==> config.mk <==
export PLATFORM = sky130hd
export DESIGN_NAME = accel_cmd_top
export DESIGN_NICKNAME = d
export VERILOG_FILES = /design/src/cmd_pkg.sv /design/src/status_pkg.sv /design/src/accel_cmd_top.sv /design/src/cmd_intake.sv /design/src/cmd_queue.sv /design/src/completion_tracker.sv
export SDC_FILE = /design/constraint.sdc
export NUM_CORES = 1
export LEC_CHECK = 0
export ABC_AREA = 1
export BUFFER_PORTS_ARGS = -buffer_cell sky130_fd_sc_hd__buf_2
export CORE_ASPECT_RATIO = 0.75
export CORE_UTILIZATION = 25
export DETAILED_ROUTE_END_ITERATION = 12
export SYNTH_ARGS = -nofsm -noshare
export SYNTH_HDL_FRONTEND = slang
export SYNTH_HIERARCHICAL = 1
export SYNTH_SLANG_ARGS = --single-unit
export TNS_END_PERCENT = 10
==> constraint.sdc <==
create_clock -name rvx_port_25 -period 3.32 [get_ports rvx_port_25]
set_clock_uncertainty 0.05 [all_clocks]
set_input_delay 0.498 -clock rvx_port_25 [delete_from_list [all_inputs] [get_ports rvx_port_25]]
set_output_delay 0.498 -clock rvx_port_25 [all_outputs]
set_load 0.02 [all_outputs]
==> src/cmd_pkg.sv <==
// Instruction payload types
`default_nettype none

package cmd_pkg;

  // ************************************************************
  // Sizing
  // ************************************************************

  // Instruction word width
  localparam int INST_W = 32;

  // One bit per interrupt line
  localparam int ITR_W = 8;

  // ************************************************************
  // Payload types
  // ************************************************************

  typedef logic [INST_W-1:0] inst_t;

  // Lines raised when the instruction completes
  typedef logic [ITR_W-1:0] itr_mask_t;

  // Host command, 40 bits
  typedef struct packed {
    inst_t     inst;
    itr_mask_t mask;
  } cmd_entry_t;

endpackage

`default_nettype wire

==> src/status_pkg.sv <==
// Host status types
`default_nettype none

package status_pkg;

  // Width of each count field
  localparam int CNT_W = 8;

  // ************************************************************
  // Status word seen by the host, 17 bits
  // ************************************************************

  typedef struct packed {
    // Accepted but not yet completed
    logic [CNT_W-1:0] outstanding;
    // Slots left below the limit
    logic [CNT_W-1:0] free;
    // Sticky, set by a dropped push
    logic             overflow;
  } cmd_status_t;

endpackage

`default_nettype wire

==> src/accel_cmd_top.sv <==
// Accelerator command front end
// Intake, paired queues and completion tracking
`default_nettype none

module accel_cmd_top
#(
  parameter int DEPTH = 8
)
(
  input  wire                     rvx_port_25,
  input  wire                     rvx_port_15,
  input  wire                     i_push,
  input  cmd_pkg::cmd_entry_t     i_cmd,
  input  wire                     i_inst_take,
  input  wire                     i_done,
  input  wire                     i_itr_clear,
  input  cmd_pkg::itr_mask_t      i_itr_clear_mask,
  output logic                    o_inst_valid,
  output cmd_pkg::inst_t          o_inst,
  output status_pkg::cmd_status_t o_status,
  output cmd_pkg::itr_mask_t      o_pending,
  output logic                    o_irq
);

  import cmd_pkg::*;
  import status_pkg::*;

  logic             wr;
  cmd_entry_t       entry;
  logic             overflow;
  logic [CNT_W-1:0] outstanding;
  logic             mask_pop;
  itr_mask_t        head_mask;

  // ************************************************************
  // Intake
  // ************************************************************

  cmd_intake
  #(
    .DEPTH(DEPTH)
  )
  u_intake
  (
    .rvx_port_25  (rvx_port_25),
    .rvx_port_15  (rvx_port_15),
    .i_push       (i_push),
    .i_cmd        (i_cmd),
    .i_outstanding(outstanding),
    .o_wr         (wr),
    .o_entry      (entry),
    .o_overflow   (overflow)
  );

  // ************************************************************
  // Queues, written on the same edge
  // ************************************************************

  // Instruction words, popped by the accelerator
  cmd_queue
  #(
    .T_ENTRY(inst_t),
    .DEPTH  (DEPTH)
  )
  u_inst_queue
  (
    .rvx_port_25(rvx_port_25),
    .rvx_port_15(rvx_port_15),
    .i_wr       (wr),
    .i_wdata    (entry.inst),
    .i_rd       (i_inst_take),
    .o_rdata    (o_inst),
    .o_valid    (o_inst_valid),
    .o_full     ()
  );

  // Interrupt masks, popped on completion
  cmd_queue
  #(
    .T_ENTRY(itr_mask_t),
    .DEPTH  (DEPTH)
  )
  u_itr_queue
  (
    .rvx_port_25(rvx_port_25),
    .rvx_port_15(rvx_port_15),
    .i_wr       (wr),
    .i_wdata    (entry.mask),
    .i_rd       (mask_pop),
    .o_rdata    (head_mask),
    .o_valid    (),
    .o_full     ()
  );

  // ************************************************************
  // Completion tracking
  // ************************************************************

  completion_tracker
  #(
    .DEPTH(DEPTH)
  )
  u_tracker
  (
    .rvx_port_25     (rvx_port_25),
    .rvx_port_15     (rvx_port_15),
    .i_wr            (wr),
    .i_done          (i_done),
    .i_head_mask     (head_mask),
    .i_itr_clear     (i_itr_clear),
    .i_itr_clear_mask(i_itr_clear_mask),
    .i_overflow      (overflow),
    .o_mask_pop      (mask_pop),
    .o_outstanding   (outstanding),
    .o_status        (o_status),
    .o_pending       (o_pending),
    .o_irq           (o_irq)
  );

endmodule

`default_nettype wire

==> src/cmd_intake.sv <==
// Command admission stage
`default_nettype none

module cmd_intake
#(
  parameter int DEPTH = 8
)
(
  input  wire                          rvx_port_25,
  input  wire                          rvx_port_15,
  input  wire                          i_push,
  input  cmd_pkg::cmd_entry_t          i_cmd,
  input  wire [status_pkg::CNT_W-1:0]  i_outstanding,
  output logic                         o_wr,
  output cmd_pkg::cmd_entry_t          o_entry,
  output logic                         o_overflow
);

  import status_pkg::*;

  // One extra bit so the sum with the in-flight entry cannot wrap
  typedef logic [CNT_W:0] cnt_ext_t;

  localparam cnt_ext_t LIMIT = cnt_ext_t'(DEPTH);

  cnt_ext_t committed;
  logic     accept;

  // ************************************************************
  // Admission
  // ************************************************************

  // The registered entry is not yet in the count
  assign committed = cnt_ext_t'(i_outstanding) + cnt_ext_t'(o_wr);
  assign accept    = i_push && (committed < LIMIT);

  // One-cycle write strobe towards both queues
  always_ff @(posedge rvx_port_25 or negedge rvx_port_15)
  begin
    if (!rvx_port_15)
    begin
      o_wr <= 1'b0;
    end
    else
    begin
      o_wr <= accept;
    end
  end

  always_ff @(posedge rvx_port_25)
  begin
    if (accept)
    begin
      o_entry <= i_cmd;
    end
  end

  // Refused push is dropped and the flag holds until reset
  always_ff @(posedge rvx_port_25 or negedge rvx_port_15)
  begin
    if (!rvx_port_15)
    begin
      o_overflow <= 1'b0;
    end
    else if (i_push && !accept)
    begin
      o_overflow <= 1'b1;
    end
  end

endmodule

`default_nettype wire

==> src/cmd_queue.sv <==
// Show-ahead synchronous FIFO
`default_nettype none

module cmd_queue
#(
  parameter type T_ENTRY = logic [7:0],
  parameter int  DEPTH   = 8
)
(
  input  wire    rvx_port_25,
  input  wire    rvx_port_15,
  input  wire    i_wr,
  input  T_ENTRY i_wdata,
  input  wire    i_rd,
  output T_ENTRY o_rdata,
  output logic   o_valid,
  output logic   o_full
);

  localparam int PTR_W = (DEPTH > 1) ? $clog2(DEPTH) : 1;
  localparam int OCC_W = $clog2(DEPTH + 1);

  localparam logic [PTR_W-1:0] LAST_PTR = PTR_W'(DEPTH - 1);
  localparam logic [OCC_W-1:0] FULL_OCC = OCC_W'(DEPTH);

  T_ENTRY           mem [DEPTH];
  logic [PTR_W-1:0] wr_ptr;
  logic [PTR_W-1:0] rd_ptr;
  logic [OCC_W-1:0] occ;
  logic             wr_en;
  logic             rd_en;

  assign o_full  = (occ == FULL_OCC);
  assign o_valid = (occ != '0);

  assign wr_en = i_wr && !o_full;
  assign rd_en = i_rd && o_valid;

  // ************************************************************
  // Storage and pointers
  // ************************************************************

  always_ff @(posedge rvx_port_25)
  begin
    if (wr_en)
    begin
      mem[wr_ptr] <= i_wdata;
    end
  end

  // Pointers wrap at DEPTH, so any depth works
  always_ff @(posedge rvx_port_25 or negedge rvx_port_15)
  begin
    if (!rvx_port_15)
    begin
      wr_ptr <= '0;
      rd_ptr <= '0;
    end
    else
    begin
      if (wr_en)
      begin
        wr_ptr <= (wr_ptr == LAST_PTR) ? '0 : wr_ptr + 1'b1;
      end
      if (rd_en)
      begin
        rd_ptr <= (rd_ptr == LAST_PTR) ? '0 : rd_ptr + 1'b1;
      end
    end
  end

  always_ff @(posedge rvx_port_25 or negedge rvx_port_15)
  begin
    if (!rvx_port_15)
    begin
      occ <= '0;
    end
    else if (wr_en && !rd_en)
    begin
      occ <= occ + 1'b1;
    end
    else if (rd_en && !wr_en)
    begin
      occ <= occ - 1'b1;
    end
  end

  // Head entry shown ahead of the pop
  assign o_rdata = mem[rd_ptr];

  // ************************************************************
  // Checks
  // ************************************************************

  a_no_write_when_full: assert property (
    @(posedge rvx_port_25) disable iff (!rvx_port_15) !(i_wr && o_full)
  ) else $error("cmd_queue: write while full");

  a_no_read_when_empty: assert property (
    @(posedge rvx_port_25) disable iff (!rvx_port_15) !(i_rd && !o_valid)
  ) else $error("cmd_queue: read while empty");

endmodule

`default_nettype wire

==> src/completion_tracker.sv <==
// Outstanding count and pending interrupts
`default_nettype none

module completion_tracker
#(
  parameter int DEPTH = 8
)
(
  input  wire                          rvx_port_25,
  input  wire                          rvx_port_15,
  input  wire                          i_wr,
  input  wire                          i_done,
  input  cmd_pkg::itr_mask_t           i_head_mask,
  input  wire                          i_itr_clear,
  input  cmd_pkg::itr_mask_t           i_itr_clear_mask,
  input  wire                          i_overflow,
  output logic                         o_mask_pop,
  output logic [status_pkg::CNT_W-1:0] o_outstanding,
  output status_pkg::cmd_status_t      o_status,
  output cmd_pkg::itr_mask_t           o_pending,
  output logic                         o_irq
);

  import cmd_pkg::*;
  import status_pkg::*;

  localparam logic [CNT_W-1:0] LIMIT = CNT_W'(DEPTH);

  logic [CNT_W-1:0] outstanding;
  itr_mask_t        pending;
  itr_mask_t        pending_nxt;

  // ************************************************************
  // Outstanding counter
  // ************************************************************

  // Write and completion together leave the count unchanged
  always_ff @(posedge rvx_port_25 or negedge rvx_port_15)
  begin
    if (!rvx_port_15)
    begin
      outstanding <= '0;
    end
    else
    begin
      case ({i_wr, i_done})
        2'b10:   outstanding <= outstanding + 1'b1;
        2'b01:   outstanding <= outstanding - 1'b1;
        default: outstanding <= outstanding;
      endcase
    end
  end

  assign o_outstanding = outstanding;

  assign o_status.outstanding = outstanding;
  assign o_status.free        = LIMIT - outstanding;
  assign o_status.overflow    = i_overflow;

  // ************************************************************
  // Pending interrupts
  // ************************************************************

  // Head of the mask queue belongs to the oldest taken instruction
  assign o_mask_pop = i_done;

  // Merge first, then clear, so a clear in the same cycle wins
  always_comb
  begin
    pending_nxt = pending;
    if (i_done)
    begin
      pending_nxt = pending_nxt | i_head_mask;
    end
    if (i_itr_clear)
    begin
      pending_nxt = pending_nxt & ~i_itr_clear_mask;
    end
  end

  always_ff @(posedge rvx_port_25 or negedge rvx_port_15)
  begin
    if (!rvx_port_15)
    begin
      pending <= '0;
    end
    else
    begin
      pending <= pending_nxt;
    end
  end

  assign o_pending = pending;
  assign o_irq     = |pending;

  // Completion needs an accepted instruction behind it
  a_done_needs_outstanding: assert property (
    @(posedge rvx_port_25) disable iff (!rvx_port_15) i_done |-> (outstanding != '0)
  ) else $error("completion_tracker: done with nothing outstanding");

  a_outstanding_bounded: assert property (
    @(posedge rvx_port_25) disable iff (!rvx_port_15) outstanding <= LIMIT
  ) else $error("completion_tracker: outstanding above limit");

endmodule

`default_nettype wire

==> results of run 1 <==
## sequential cells by signal, summed over array words and instances (netlist names)
register / flops
u_tracker/o_outstanding: 8
u_inst_queue/rd_ptr: 3
u_itr_queue/mem: 64
u_inst_queue/occ: 4
u_inst_queue/mem: 256
u_itr_queue/wr_ptr: 3
u_inst_queue/wr_ptr: 3
u_itr_queue/occ: 4
u_intake/o_entry: 40
u_tracker/o_pending: 8
u_intake/o_wr: 1
u_intake/o_overflow: 1
u_itr_queue/rd_ptr: 3
## cell usage in the layout, fill, tap and decap left out, types with 3 or more instances in the layout
cell type,n
ha_1,18
xnor2_1,8
a21oi_1,12
edfxtp_1,360
inv_2,10
clkinv_4,3
xor2_1,5
nor2_2,5
inv_6,3
clkinv_2,4
nand2_2,13
dfrtp_1,34
nand3_1,23
nand2_1,628
nor3_2,9
bufinv_16,5
clkinvlp_4,3
nor3_1,8
o21ai_0,10
buf_4,26
a21o_1,8
clkbuf_8,3
dfrtp_2,3
clkinv_1,4
clkbuf_16,46
nor2_1,327
inv_1,206
buf_12,5
clkbuf_1,11
nor2_4,3
buf_2,112
## area by class of cell
| class | instances | area share [%] |
|---|---|---|
| multi-input cells | 1092 | 22.3 |
| inverters | 217 | 3.92 |
| clock buffers | 60 | 5.94 |
| clock inverters | 22 | 1.31 |
| well taps | 946 | 5.70 |
| diodes | 1 | 0.0121 |
| flip-flops and latches | 398 | 56.7 |
| repair buffers | 143 | 4.12 |
## per-layer routing
metal,vias up,part of all wire (%)
met5,-,0
met4,0,2.3
met3,56,4.6
met2,173,44
met1,5207,49
li1,5819,-
## per-stage QoR
stage          worst slack (ns)  hold slack, ns  utilization, %
6_report                  0.327          0.0358            29.7
5_1_grt                   0.113          0.0211            29.7
4_1_cts                   0.275         0.00566            29.6
3_5_place_dp              0.891           0.395            27.5
3_3_place_gp              0.903           0.392            27.5
2_1_floorplan            -0.190           0.152               -
## path summary, 6_finish.rpt
check / from / endpoint / slack [ns] / cells past startpoint
worst max-delay path: u_inst_queue/rd_ptr[0] / o_inst[23] / 0.33 / 8
worst min-delay path: rvx_port_15 / u_tracker/o_outstanding[1] / 0.04 / 1
worst max register to register: u_itr_queue/occ[1] / u_itr_queue/occ[3] / 0.87 / 12
worst min register to register: u_intake/o_overflow / u_intake/o_overflow / 0.41 / 2
max in group asynchronous: rvx_port_15 / u_inst_queue/rd_ptr[0] / 2.47 / 1
min in group rvx_port_25: i_cmd[25] / u_intake/o_entry[25] / 0.05 / 1
## report_power, final
part           switching, mW  internal, mW  leakage [nW]
clock network           2.06          3.02         0.726
registers              0.510          5.84          3.70
logic                   4.01          1.95          4.44
## worst max-delay path, stage by stage (launching register included)
cell and delay (ns):
dfrtp_4 0.81, buf_4 0.38, nor2_1 0.08, nor2_1 0.09, nand2_1 0.05, nand2_1 0.07, nand2_1 0.05, nand2_1 0.14
buf_2 0.19
==> key figures, run 1 <==
Clock network
  • Post-CTS Hold Buffers: 0
  • Clock buffer depth: 3
  • Cts bufs inserted: 44
  • CTS clk-pin slew, worst paths: 0.06 ns
  • Clk_lat worst skew: 0.57 ns
  • Clock root cell: clkbuf_16
  • Postcts setup bufs: 0
  • Clock sinks: 398
  • TritonCTS clock tree: built
  • # resized after CTS: 0
  • H-Tree Depth: 2

Critical path
  • CP required: 2.77 ns
  • Critical setup path kind: register to primary output
  • Critical Path AT: 2.44 ns
  • Critical Path Sink Type: primary output
  • CP startpoint kind: register
  • Crit-path max FO: 50

Timing
  • Minimum clock period: 2.99 ns
  • Tcrit/Tclk final: 90.1%
  • Finish-stage setup viols: 0
  • Slew at the pin closest to its max-slew limit: 0.969 ns
  • Endpoints failing hold: 0
  • RSZ-0062 raised after global routing: no
  • Relative slew margins: 35.4%
  • Max Slew Vio Count: 0
  • Final setup TNS: 0 ns
  • FMAX: 334 MHz

Finish
  • P&R area growth vs syn: 17.5%
  • Layout net count: 1,970
  • Fill count: 7,262
  • Share of post-route cells with drive strength above 1: 13.5%
  • Multi-input combinational cell area: 0.00462 mm^2
  • Design Area, Final: 0.0208 mm^2
  • Reg area: 0.0118 mm^2
  • Cell Count, Final, Fillers Out: 2,879

Placed design
  • Instance area at placement: 0.0192 mm^2
  • DP Wirelength: 22.5 mm
  • Port Buf Inserts: 112
  • GP Congestion: 0.750
  • Placed Instances: 2,796

Die
  • Die Y: 232 um
  • I/O pins: 113
  • Die span in x: 309 um
  • FP Rows: 84
  • CORE AREA: 0.0700 mm^2
  • Initial Util: 25.2%
  • Die Area: 0.0718 mm^2

Global routing
  • First-pass GRT wire length: 60.9 mm
  • Largest net degree at the start of global routing: 68
  • Remaining Overflow, GRT: 0
  • Antenna violations before repair: 5
  • Total track usage: 11.1%
  • Via count of the first global-routing pass: 10,347
  • Busiest grt layer: met2
  • Grt met3 use: 2.14%
  • GR Layer Usage met1: 15.6%
  • Grt met2 use: 17.0%

Status
  • Status: completed

Routing
  • # DRC: 0
  • Routed Wire Length: 39.5 mm
  • Drt wl/cell: 13.7 um
  • DRT Pass-1 Iters: 5
  • 1st-iter DRT viols: 700
  • Routed Antenna Nets: 0
  • Vias: 11,255
  • Vias per cell: 3.91

Yosys
  • Yosys warns: 6
  • Synthesized Nets: 1,858
  • Avg Cell Area, Syn: 9.90 um^2
  • Mapped Cells: 1,784
  • Mapped Area: 0.0177 mm^2

Power
  • Total power: 17.4 mW
  • Leakage Power: 8.86 nW
  • Pwr dens: 838 mW/mm^2
  • Peak VDD IR: 0.371 mV

Worst hold path
  • Min-Delay Path Class: input pin to async pin

Run
  • Maxcap violations: 0
Note: power is estimated with default switching activity, not from simulation.
==> run 2: changes to the inputs <==
- CTS_CLUSTER_DIAMETER: default -> 100
- RECOVER_POWER: default -> 100
==> key figures, run 2 (synthesis results as in run 1) <==
Global routing
  • First-pass GRT wire length: 60.9 mm
  • Via count of the first global-routing pass: 10,347
  • Largest net degree at the start of global routing: 68
  • Total track usage: 11.1%
  • Remaining Overflow, GRT: 0
  • Antenna violations before repair: 4

Clock network
  • Post-CTS Hold Buffers: 0
  • # resized after CTS: 0
  • Cts bufs inserted: 44
  • CTS clk-pin slew, worst paths: 0.06 ns
  • TritonCTS clock tree: built
  • Clock root cell: clkbuf_16
  • Clk_lat worst skew: 0.57 ns
  • H-Tree Depth: 2
  • Postcts setup bufs: 0
  • Clock buffer depth: 3
  • Clock sinks: 398

Placed design
  • Pre-CTS setup slack: 0.891 ns
  • Instance area at placement: 0.0192 mm^2
  • GP Congestion: 0.750
  • Placed Instances: 2,796
  • Port Buf Inserts: 112
  • DP Wirelength: 22.5 mm

Status
  • Failing checks: capacitance limit, slew limit
  • Status: finished with violations

Critical path
  • Crit-path max FO: 54
  • CP startpoint kind: register
  • Critical Path Sink Type: primary output
  • R2R Path Start: u_tracker/o_outstanding[6]
  • FF-to-FF path depth: 6
  • CP required: 2.77 ns
  • R2R Setup Slk: 0.59 ns
  • Critical setup path kind: register to primary output
  • Setup crit start: u_inst_queue/rd_ptr[1]
  • Critical Path AT: 2.52 ns
  • Worst r2r dst: u_intake/o_entry[10]

Run
  • Maxcap violations: 2

Die
  • Die Y: 232 um
  • I/O pins: 113
  • FP Rows: 84
  • Die span in x: 309 um
  • CORE AREA: 0.0700 mm^2
  • Initial Util: 25.2%
  • Die Area: 0.0718 mm^2

Finish
  • Largest registers: u_inst_queue/mem (256), u_itr_queue/mem (64), u_intake/o_entry (40)
  • Cell Count, Final, Fillers Out: 2,879
  • Most common cell after layout, fill and taps aside: nand2_1
  • Share of post-route cells with drive strength above 1: 9.32%
  • Design Area, Final: 0.0205 mm^2
  • Max reg flops: 256
  • Biggest register: u_inst_queue/mem
  • Final Core Density: 29.3%
  • P&R area growth vs syn: 16.3%
  • Layout net count: 1,970
  • Most frequent cells in the layout: 629 x nand2_1, 360 x edfxtp_1, 327 x nor2_1

Routing
  • Vias: 11,248
  • 1st-iter DRT viols: 743
  • DRT Pass-1 Iters: 5
  • # DRC: 0
  • Drt wl/cell: 13.7 um
  • Routed Wire Length: 39.5 mm
  • Routed Antenna Nets: 0
  • Vias per cell: 3.91

Worst hold path
  • Min-Delay Path Class: input pin to register
  • HP Start: i_cmd[27]
  • Min-Delay Endpoint: u_intake/o_entry[27]
  • Hold Crit Depth: 1

Timing
  • Tcrit/Tclk final: 92.4%
  • RSZ-0062 raised after global routing: no
  • Relative slew margins: -54.2%
  • Minimum clock period: 3.07 ns
  • Max Slew Vio Count: 81
  • Slew at the pin closest to its max-slew limit: 2.31 ns
  • Final setup TNS: 0 ns
  • Post-route setup slack: 0.253 ns
  • Finish-stage setup viols: 0
  • FMAX: 326 MHz
  • Endpoints failing hold: 0

Power
  • Peak VDD IR: 0.372 mV
  • Leakage Power: 8.63 nW
  • Pwr dens: 839 mW/mm^2
## run 2: cell count changes in the layout (fill, tap and decap cells not counted), sizes merged
cell    delta
buf       -82
clkbuf    +82
## run 2: cell type report
type,count,area (um^2)
Inverter,217,815
Clock inverter,22,273
Fill cell,7305,49500
Clock buffer,60,1230
Multi-Input combinational cell,1092,4570
Antenna cell,1,2.50
Tap cell,946,1180
Timing Repair Buffer,143,694
Sequential cell,398,11800
## run 2: where the power goes
| group | switching [mW] | internal (mW) |
|---|---|---|
| Combinational | 4.01 | 1.80 |
| Sequential | 0.508 | 5.84 |
| Clock | 2.06 | 3.02 |
| Total | 6.57 | 10.7 |
## run 2: how the worst max path moves through the flow
stage                                         to  slack, ns  depth (start not counted)
after floorplan           u_inst_queue/mem[6][0]      -0.19                          5
after global placement                o_inst[22]       0.90                          8
after detailed placement      u_itr_queue/occ[3]       0.89                         12
after CTS                             o_inst[23]       0.28                          8
after global routing                  o_inst[12]       0.06                          8
final                                 o_inst[24]       0.25                          8
## run 2: metal layers
| metal | track usage [%] | wire length [um] | vias up |
|---|---|---|---|
| li1 | - | - | 5821 |
| met1 | 15.6 | 19500 | 5195 |
| met2 | 17.0 | 17300 | 176 |
| met3 | 2.14 | 1790 | 56 |
| met4 | 3.73 | 911 | 0 |
| met5 | 0 | 0 | - |
## run 2: through the flow
step	hold WS, ns	power (mW)
2_1_floorplan	0.152	10.9
3_3_place_gp	0.392	12.4
3_5_place_dp	0.395	12.5
4_1_cts	0.00566	17.7
5_1_grt	0.0211	18.5
6_report	0.0522	17.2
## run 2: worst max-delay path: stages, from the launching register on
cell	delay (ns)
dfrtp_2	0.53
inv_2	0.25
buf_6	0.47
nor2_1	0.10
nand2_1	0.12
nand2_1	0.06
nand2_1	0.05
nand2_1	0.12
clkbuf_2	0.18
==> run 3: changes to the inputs <==
--- a/config.mk
+++ b/config.mk
@@ -15,5 +15,4 @@
 export SYNTH_ARGS = -nofsm -noshare
 export SYNTH_HDL_FRONTEND = slang
-export SYNTH_HIERARCHICAL = 1
 export SYNTH_SLANG_ARGS = --single-unit
 export TNS_END_PERCENT = 10
==> constraint.sdc (replaced) <==
create_clock -name rvx_port_25 -period 3.32 [get_ports rvx_port_25]
set_clock_uncertainty 0.05 [all_clocks]
set_input_delay 0.166 -clock rvx_port_25 [delete_from_list [all_inputs] [get_ports rvx_port_25]]
set_output_delay 0.166 -clock rvx_port_25 [all_outputs]
set_load 0.02 [all_outputs]
==> key figures, run 3 <==
Global routing
  • Total track usage: 11.3%
  • Antenna violations before repair: 0
  • Via count of the first global-routing pass: 10,192
  • Largest net degree at the start of global routing: 131
  • Remaining Overflow, GRT: 0
  • First-pass GRT wire length: 58.0 mm

Timing
  • Relative slew margins: -41.8%
  • Max Slew Vio Count: 81
  • RSZ-0062 raised after global routing: no
  • FMAX: 333 MHz
  • Worst hold margin: 0.134 ns
  • Minimum clock period: 3.00 ns
  • Finish-stage setup viols: 0
  • Post-route setup slack: 0.316 ns
  • Final setup TNS: 0 ns
  • Endpoints failing hold: 0
  • Slew at the pin closest to its max-slew limit: 2.13 ns
  • Tcrit/Tclk final: 90.5%

Yosys
  • Yosys reg bits: 398
  • Main synth FF type: edfxtp_1
  • Ranking of synthesized cells by area: edfxtp_1 67%, nor2_1 6.1%, dfrtp_1 5.9%
  • Register area share after synthesis: 72.7%
  • Yosys warns: 0
  • Most frequent cell after synthesis: edfxtp_1
  • Mapped Cells: 1,306
  • Cell accounting for the most synthesized area: edfxtp_1
  • Largest family of logic cells by synthesized area: simple AND/OR/NAND/NOR gates
  • Post-synth top cells: 360 x edfxtp_1, 264 x nor2_1, 247 x nand2_1
  • Avg Cell Area, Syn: 12.4 um^2
  • Mapped Area: 0.0162 mm^2
  • Synthesized Nets: 1,381
  • Synth Area in Adders: 1.72%
  • Synth Area in Compound Gates: 7.67%
  • Distinct cells, synth: 33
  • Async SR Flop Fraction: 9.55%
  • Multiplexer share of the synthesized area: 0%
  • Post-Synth Simple-Gate Area: 13.2%
  • Post-synth EDFFs: 360
  • Post-Synth XOR/XNOR Area: 0.866%
  • Top-area cell type share of the netlist area: 66.8%

Clock network
  • Clk_lat worst skew: 0.57 ns
  • Clock buffer depth: 3
  • # resized after CTS: 0
  • CTS clk-pin slew, worst paths: 0.06 ns
  • TritonCTS clock tree: built
  • Cts bufs inserted: 43
  • H-Tree Depth: 2
  • Clock sinks: 398
  • Clock root cell: clkbuf_16

Power
  • Comb pwr share: 32.6%
  • P_int: 10.2 mW
  • Peak VDD IR: 0.419 mV
  • Leakage Power: 7.02 nW
  • Sw Ratio: 37.3%
  • NetSw: 6.09 mW
  • Seq pwr share: 39.0%
  • Clock Power Share: 28.4%
  • Pwr dens: 833 mW/mm^2

Critical path
  • Critical setup path kind: register to primary output
  • Crit-path max FO: 42
  • Cell Chain, Critical Path: clkbuf_2 > o21ai_0 > o32ai_1 > nand2_1 > nand2_1 > clkbuf_1
  • Crit-path slowest cell: dfrtp_2
  • Crit-path leading delay family: flip-flops
  • CP startpoint kind: register
  • Critical Path AT: 2.79 ns
  • Worst Path Buf+Inv: 2
  • Largest stage delay on the critical path: 0.89 ns
  • CP dominant cell by count: nand2_1
  • CP required: 3.10 ns
  • Critical Path Sink Type: primary output

Finish
  • Largest registers: u_inst_queue.mem (256), u_itr_queue.mem (64), u_intake.o_entry (40)
  • Layout net count: 1,554
  • Share of post-route cells with drive strength above 1: 10.4%
  • Max reg flops: 256
  • Final Core Density: 30.7%
  • Cell Count, Final, Fillers Out: 2,369
  • Biggest register: u_inst_queue.mem
  • Most common cell after layout, fill and taps aside: edfxtp_1
  • N_diodes: 0
  • Most frequent cells in the layout: 360 x edfxtp_1, 258 x nor2_1, 247 x nand2_1
  • P&R area growth vs syn: 21.1%

Run
  • Maxcap violations: 3

Placed design
  • Pre-CTS setup slack: 0.903 ns
  • Placed Instances: 2,236
  • GP Congestion: 0.800
  • Port Buf Inserts: 112
  • DP Wirelength: 22.5 mm

Routing
  • # DRC: 0
  • Vias: 10,278
  • Drt wl/cell: 15.6 um
  • Vias per cell: 4.34
  • DRT Pass-1 Iters: 6
  • Routed Wire Length: 37.0 mm
  • 1st-iter DRT viols: 658
  • Routed Antenna Nets: 0

Die
  • Die Y: 222 um
  • I/O pins: 113
  • Die Area: 0.0657 mm^2
  • CORE AREA: 0.0638 mm^2
  • FP Rows: 80
  • Initial Util: 25.4%
  • Die span in x: 296 um

Worst hold path
  • Min-Delay Path Class: input pin to register

Status
  • Status: finished with violations
  • Failing checks: capacitance limit, slew limit
-- run 3: what timing repair did --
| action | CTS | global route |
|---|---|---|
| buffers inserted | 0 | 0 |
| endpoints found under the hold margin | 90 | 0 |
| hold buffers | 59 | 0 |
-- run 3: logic make-up (layout without fill, tap and decap cells) --
kind of cell	Yosys count	count (layout)
buffers and inverters	133	335
AO/OA/AOI/OAI	185	185
AND/OR/NAND/NOR	553	553
XOR/XNOR	16	16
adder cells (fa/ha/maj)	21	21
flip-flops	398	398
-- run 3: power by group through the flow --
stage,Combinational [mW],Clock [mW],Sequential [mW]
floorplan,3.82,0,6.28
global placement,5.31,0,6.44
detailed placement,5.39,0,6.46
CTS,5.52,4.79,6.36
global route,5.95,4.98,6.43
finish,5.32,4.63,6.36
-- run 3: worst paths after layout --
kind / start / to / slack [ns] / cells after the start
setup / recovery: u_inst_queue.rd_ptr[1] / o_inst[19] / 0.32 / 6
hold / removal: i_done / u_itr_queue.rd_ptr[2] / 0.13 / 4
setup reg to reg: u_inst_queue.occ[0] / u_inst_queue.mem[2][21] / 0.41 / 6
hold reg to reg: u_intake.o_overflow / u_intake.o_overflow / 0.41 / 1
max in group asynchronous: rvx_port_15 / u_inst_queue.rd_ptr[0] / 0.98 / 2
min in group asynchronous: rvx_port_15 / u_tracker.o_outstanding[3] / 0.72 / 2
-- run 3: stage by stage --
stage / instance area, um^2 / total power, mW
2_1_floorplan: 16200 / 10.1
3_3_place_gp: 17800 / 11.7
3_5_place_dp: 17800 / 11.9
4_1_cts: 19700 / 16.7
5_1_grt: 19600 / 17.4
6_report: 19600 / 16.3
-- run 3: area by class of cell --
type | instances | area (um^2)
multi-input combinational | 775 | 3820
tap | 861 | 1080
sequential | 398 | 11800
clock inverter | 22 | 228
clock buffer | 52 | 1130
inverter | 64 | 240
timing repair buffer | 197 | 1330
fill | 6404 | 44200
-- run 3: worst reg2reg max path, delay by kind of cell (launching register included) --
kind	cells	cell delay (ns)
and+or+nand+nor	3	0.91
AOI/OAI and AO/OA	1	0.49
DFF	1	0.42
buffers and inverters	2	0.65
-- run 3: layer usage --
metal,track usage (%),vias up,routed length [um]
li1,-,4957,-
met1,16.2,5005,17600
met2,17.2,253,16700
met3,1.87,63,1900
met4,4.09,0,857
met5,0,-,0
